**src/exu_pkg.sv**
```systemverilog
/*
 * exu package
 * widths, ALU operation codes, operand select, store, load and branch codes
 * and the vector types shared by the execute cluster
 */
package exu_pkg;

	// data path and register index widths
	localparam int DATA_LEN     = 32;
	localparam int REG_ADDR_LEN = 5;
	// word address into the data memory, 256 words
	localparam int MEM_ADDR_LEN = 8;

	typedef logic [DATA_LEN-1:0]     data_t;
	typedef logic [REG_ADDR_LEN-1:0] reg_addr_t;
	typedef logic [DATA_LEN/8-1:0]   byte_en_t;

	// ALU operations, shifts take src2[4:0]
	typedef enum logic [3:0] {
		alu_add    = 4'b0000,
		alu_sub    = 4'b0001,
		alu_sll    = 4'b0010,
		alu_slt    = 4'b0011,
		alu_sltu   = 4'b0100,
		alu_xor    = 4'b0101,
		alu_srl    = 4'b0110,
		alu_sra    = 4'b0111,
		alu_or     = 4'b1000,
		alu_and    = 4'b1001,
		alu_pass_b = 4'b1010
	} alu_op_e;

	// first operand source
	typedef enum logic [1:0] {
		src1_zero = 2'b00,
		src1_reg1 = 2'b01,
		src1_pc   = 2'b10
	} src1_sel_e;

	// second operand source
	typedef enum logic [1:0] {
		src2_zero = 2'b00,
		src2_reg2 = 2'b01,
		src2_imm  = 2'b10,
		src2_four = 2'b11
	} src2_sel_e;

	// none is zero, any other code is a store
	typedef enum logic [1:0] {
		store_none = 2'b00,
		store_sb   = 2'b01,
		store_sh   = 2'b10,
		store_sw   = 2'b11
	} store_type_e;

	typedef enum logic [2:0] {
		load_none = 3'b000,
		load_lb   = 3'b001,
		load_lh   = 3'b010,
		load_lw   = 3'b011,
		load_lbu  = 3'b100,
		load_lhu  = 3'b101
	} load_type_e;

	// signed compares only
	typedef enum logic [2:0] {
		branch_none = 3'b000,
		branch_beq  = 3'b001,
		branch_bne  = 3'b010,
		branch_blt  = 3'b011,
		branch_bge  = 3'b100
	} branch_type_e;

endpackage
```
**src/regfile.sv**
```systemverilog
/*
 * regfile
 * 32 x 32 register file, two combinational reads, one synchronous write
 * x0 always reads zero
 */
`timescale 1ns/10ps
module regfile (
	input  logic               clk_i,
	input  logic               rst_n_i,
	input  exu_pkg::reg_addr_t raddr1_i,
	input  exu_pkg::reg_addr_t raddr2_i,
	input  exu_pkg::reg_addr_t waddr_i,
	input  logic               we_i,
	input  exu_pkg::data_t     wdata_i,
	output exu_pkg::data_t     rdata1_o,
	output exu_pkg::data_t     rdata2_o
);

	// x1..x31 only, no storage for x0
	exu_pkg::data_t regs [1:31];

	// no writes while reset is held, contents kept
	always_ff @(posedge clk_i) begin
		if (rst_n_i && we_i && (waddr_i != '0)) begin
			regs[waddr_i] <= wdata_i;
		end
	end

	// x0 decoded to zero on the read side
	assign rdata1_o = (raddr1_i == '0) ? '0 : regs[raddr1_i];
	assign rdata2_o = (raddr2_i == '0) ? '0 : regs[raddr2_i];

endmodule

```
**config.mk**
```make
export PLATFORM = sky130hd
export DESIGN_NAME = regfile
export DESIGN_NICKNAME = d
export VERILOG_FILES = /design/src/exu_pkg.sv /design/src/regfile.sv
export SDC_FILE = /design/constraint.sdc
export NUM_CORES = 1
export LEC_CHECK = 0
export BUFFER_PORTS_ARGS = -buffer_cell sky130_fd_sc_hd__buf_2
export CELL_PAD_IN_SITES_DETAIL_PLACEMENT = 1
export CELL_PAD_IN_SITES_GLOBAL_PLACEMENT = 1
export CORE_ASPECT_RATIO = 0.9
export CORE_MARGIN = 1
export CORE_UTILIZATION = 40
export DETAILED_ROUTE_END_ITERATION = 10
export PLACE_DENSITY_LB_ADDON = 0.12
export SYNTH_ARGS = -nofsm -noshare
export SYNTH_HDL_FRONTEND = slang
export SYNTH_SLANG_ARGS = --single-unit
```
**constraint.sdc**
```tcl
create_clock -name clk_i -period 7.47 [get_ports clk_i]
set_input_delay 0.747 -clock clk_i [delete_from_list [all_inputs] [get_ports clk_i]]
set_output_delay 0.747 -clock clk_i [all_outputs]
set_load 0.1 [all_outputs]
```
==> impl_results.md <==
* Status: complete, no violations
* Vias post-DR at 28.9k
* Critical-path maximum fanout at 30
* Pwr dens at 250 nW/um2
* Largest register FFs at 992
* Commonest register cell after synthesis: edfxtp_1
* GR peak layer: met2
* Met2 track demand over resource at 0.453
* Mapped cell area at 46,600 um2
* Largest regs: regs (992)
* Seq/Total Area, Yosys at 0.639
* Worst Setup Path Type: input pin to output port
* Multi-input logic area at 15,900 um2
* Highest clock rate at 0.191 GHz
* Slew @ Worst Pin at 1.25 ns
* GPL Wtd Cong at 0.802
* NumNets Final at 2,876
* Final Cycle Share at 0.701
* Worst setup path endpoint: rdata2_o[25]
* Critical Path Start: raddr2_i[1]
* Synth Instances at ~2.7k
* Remaining DRCs at 0
* Critical Path Max Stage Delay at 1.12 ns
* Detail Route Antenna Nets at 0
* WL final at 172,000 um
* Family with the most delay on the worst path: buffers and inverters
* Drt first-iter violations at around 3.5k
* CORE AREA at 115,000 um2
* Finished Layout Cells at approximately 4.5k
* CTS tree: yes
* Ordered cell list for the critical path: buf_4 -> nor2b_4 -> buf_4 -> a22o_1 -> a21oi_1 -> a31oi_1 -> o221ai_1 -> buf_2
* EDFF count, synth at 992
* Htree depth at 3
* Top cell type's share of synthesized area at 0.639
* Setup-failing EPs final at 0
* Post-CTS setup buffers at 0
* Area growth from synthesis to layout at 12.9%
* Largest net degree at the start of global routing at 121
* CP Launch Type: input pin
* Max VDD drop at 167 uV
* GR Util met1 at 0.398
* Slew HR at 0.162
* DR vias/cell at 6.44
* Clk pin slew, worst setup/hold paths at 0.06 ns
* CP required at 6.72 ns
* Pwr Total at 13,200 uW
* Ranking of synthesized cells by area: edfxtp_1 64%, mux4_2 11%, mux2i_1 8.5%, mux2_2 3.9%, a22o_1 1.7%
* Critical Path End Type: output port
* Cell depth of the worst setup path at 8
* Row Count at roughly 120
* Slowest CP cell: nor2b_4
* Buffers and inverters on the worst path at 3
* Setup ws final at 2.23 ns
* Die area at 118,000 um2
* Register area at slightly below 30,000 um2
* DRT Pass-1 Iters at 9
* Largest register by flop count: regs
* Share of cells above drive strength 1 at 0.273
* Slew Limit Fails at 0
* Finished Cell Area at 52,600 um2
* Dpl cells at 4,274
* Ys async rst share at 0
* Root Driver: clkbuf_16
* Setup TNS at 0 ns
* Area after DPL at 49,000 um2
* Area leader, netlist: edfxtp_1
* Num CTS Buffers at 110
* Synth cell count leaders: 992 x edfxtp_1, 395 x mux2i_1, 226 x mux4_2, 160 x mux2_2, 92 x a22o_1
* TritonCTS sink count at 992
* Gr usage total at 0.288
* Max Buffers Root-to-Sink at 3
* Post-cts resize count at 0
* Worst hold path type: input pin to register
* # port buffers at between 100 and 150
* First-pass GRT wire length at between 200,000 and 250,000 um
* Post-layout min period at 5.24 ns
* Arr. time, crit path at 4.49 ns
* Fin. Hold Viols at 0
* Die W at between 300 and 400 um
* Place WS at roughly 2.3 ns
* Synthesized area per cell at 17.0 um2
* CTS Hold Bufs at 0
* Starting Density at 0.404
* Met3 usage in global routing at 0.0630
* Die height at 326 um
* Net Count, Synth at 2,789
* GRT overflow at 0
* Leak at 0.0174 uW
* DP HPWL at 99,100 um
* Fillers at about 11k
* Initial antenna violation count at 19
* Flops & latches, synth at slightly below 1k
* Vias in the first global route at 30.3k
* Max-cap violations at 0
* Synth Warn # at 0
* Crit-path most repeated cell: buf_4
* RSZ-0062 raised after global routing: no
* WL/cell at 38.2 um
* Most frequent cell after synthesis: edfxtp_1
* Unique masters post-synth at 41
* Boundary pin count at 114
-- layout by cell type (no fill, tap or decap), types with 5 or more instances in the layout --
master       n
edfxtp_1   992
mux2i_1    395
mux4_2     226
mux2_2     160
clkbuf_16  115
buf_2      106
a22o_1      92
a21oi_1     79
buf_4       79
a22oi_1     68
a221oi_1    66
o22ai_1     64
nand2_1     53
nor3_1      49
nor2_1      48
nor2_4      33
a211oi_1    32
a31oi_1     32
o211ai_1    32
o21ai_1     32
clkinv_1    30
clkinv_2    25
clkbuf_1    16
o221ai_1    15
o21ai_0     15
bufinv_16   13
buf_12       8
diode_2      6
nor2b_4      5
-- per-stage QoR --
step                      hold slack (ns)   util
final                               0.537  0.456
after global routing                0.539  0.456
after CTS                           0.497  0.456
after detailed placement             1.26  0.425
after global placement               1.23  0.425
after floorplan                     0.846      -
-- how the worst min path moves through the flow --
stage,end,from,depth (start not counted)
after detailed placement,regs[20][21]$_DFFE_PP_,wdata_i[21],1
after CTS,regs[20][21]$_DFFE_PP_,wdata_i[21],1
after global routing,regs[16][21]$_DFFE_PP_,wdata_i[21],1
after floorplan,regs[10][0]$_DFFE_PP_,wdata_i[0],0
after global placement,regs[4][28]$_DFFE_PP_,wdata_i[28],1
final,regs[4][28]$_DFFE_PP_,wdata_i[28],1
-- final cells by class --
cell class	count	area share
flip-flops and latches	992	0.566
multi-input cells	1523	0.302
clock buffers	131	0.0558
well taps	1560	0.0371
repair buffers	198	0.0257
clock inverters	73	0.0130
diodes	6	0.000285
inverters	1	0.0000713
-- cells by family (layout without fill, tap and decap cells) --
| logic type | count (synthesis) | after routing | synth area share |
|---|---|---|---|
| mux | 781 | 781 | 0.233 |
| flops | 992 | 992 | 0.639 |
| buf+inv | 224 | 403 | 0.0266 |
| other cells | 0 | 6 | 0 |
| compound gates | 528 | 528 | 0.0808 |
| simple gates | 214 | 214 | 0.0205 |
-- where the power goes --
part,total [uW],switching (uW),internal [uW]
combinational,1450,1060,390
sequential,6180,16.8,6160
clock,5530,2300,3230
-- per-layer routing --
layer | vias up | share of wire
li1 | 11700 | -
met1 | 15600 | 0.42
met2 | 1266 | 0.46
met3 | 296 | 0.080
met4 | 18 | 0.035
met5 | - | 0.00072
No activity file was read; power rests on OpenSTA's default activity.
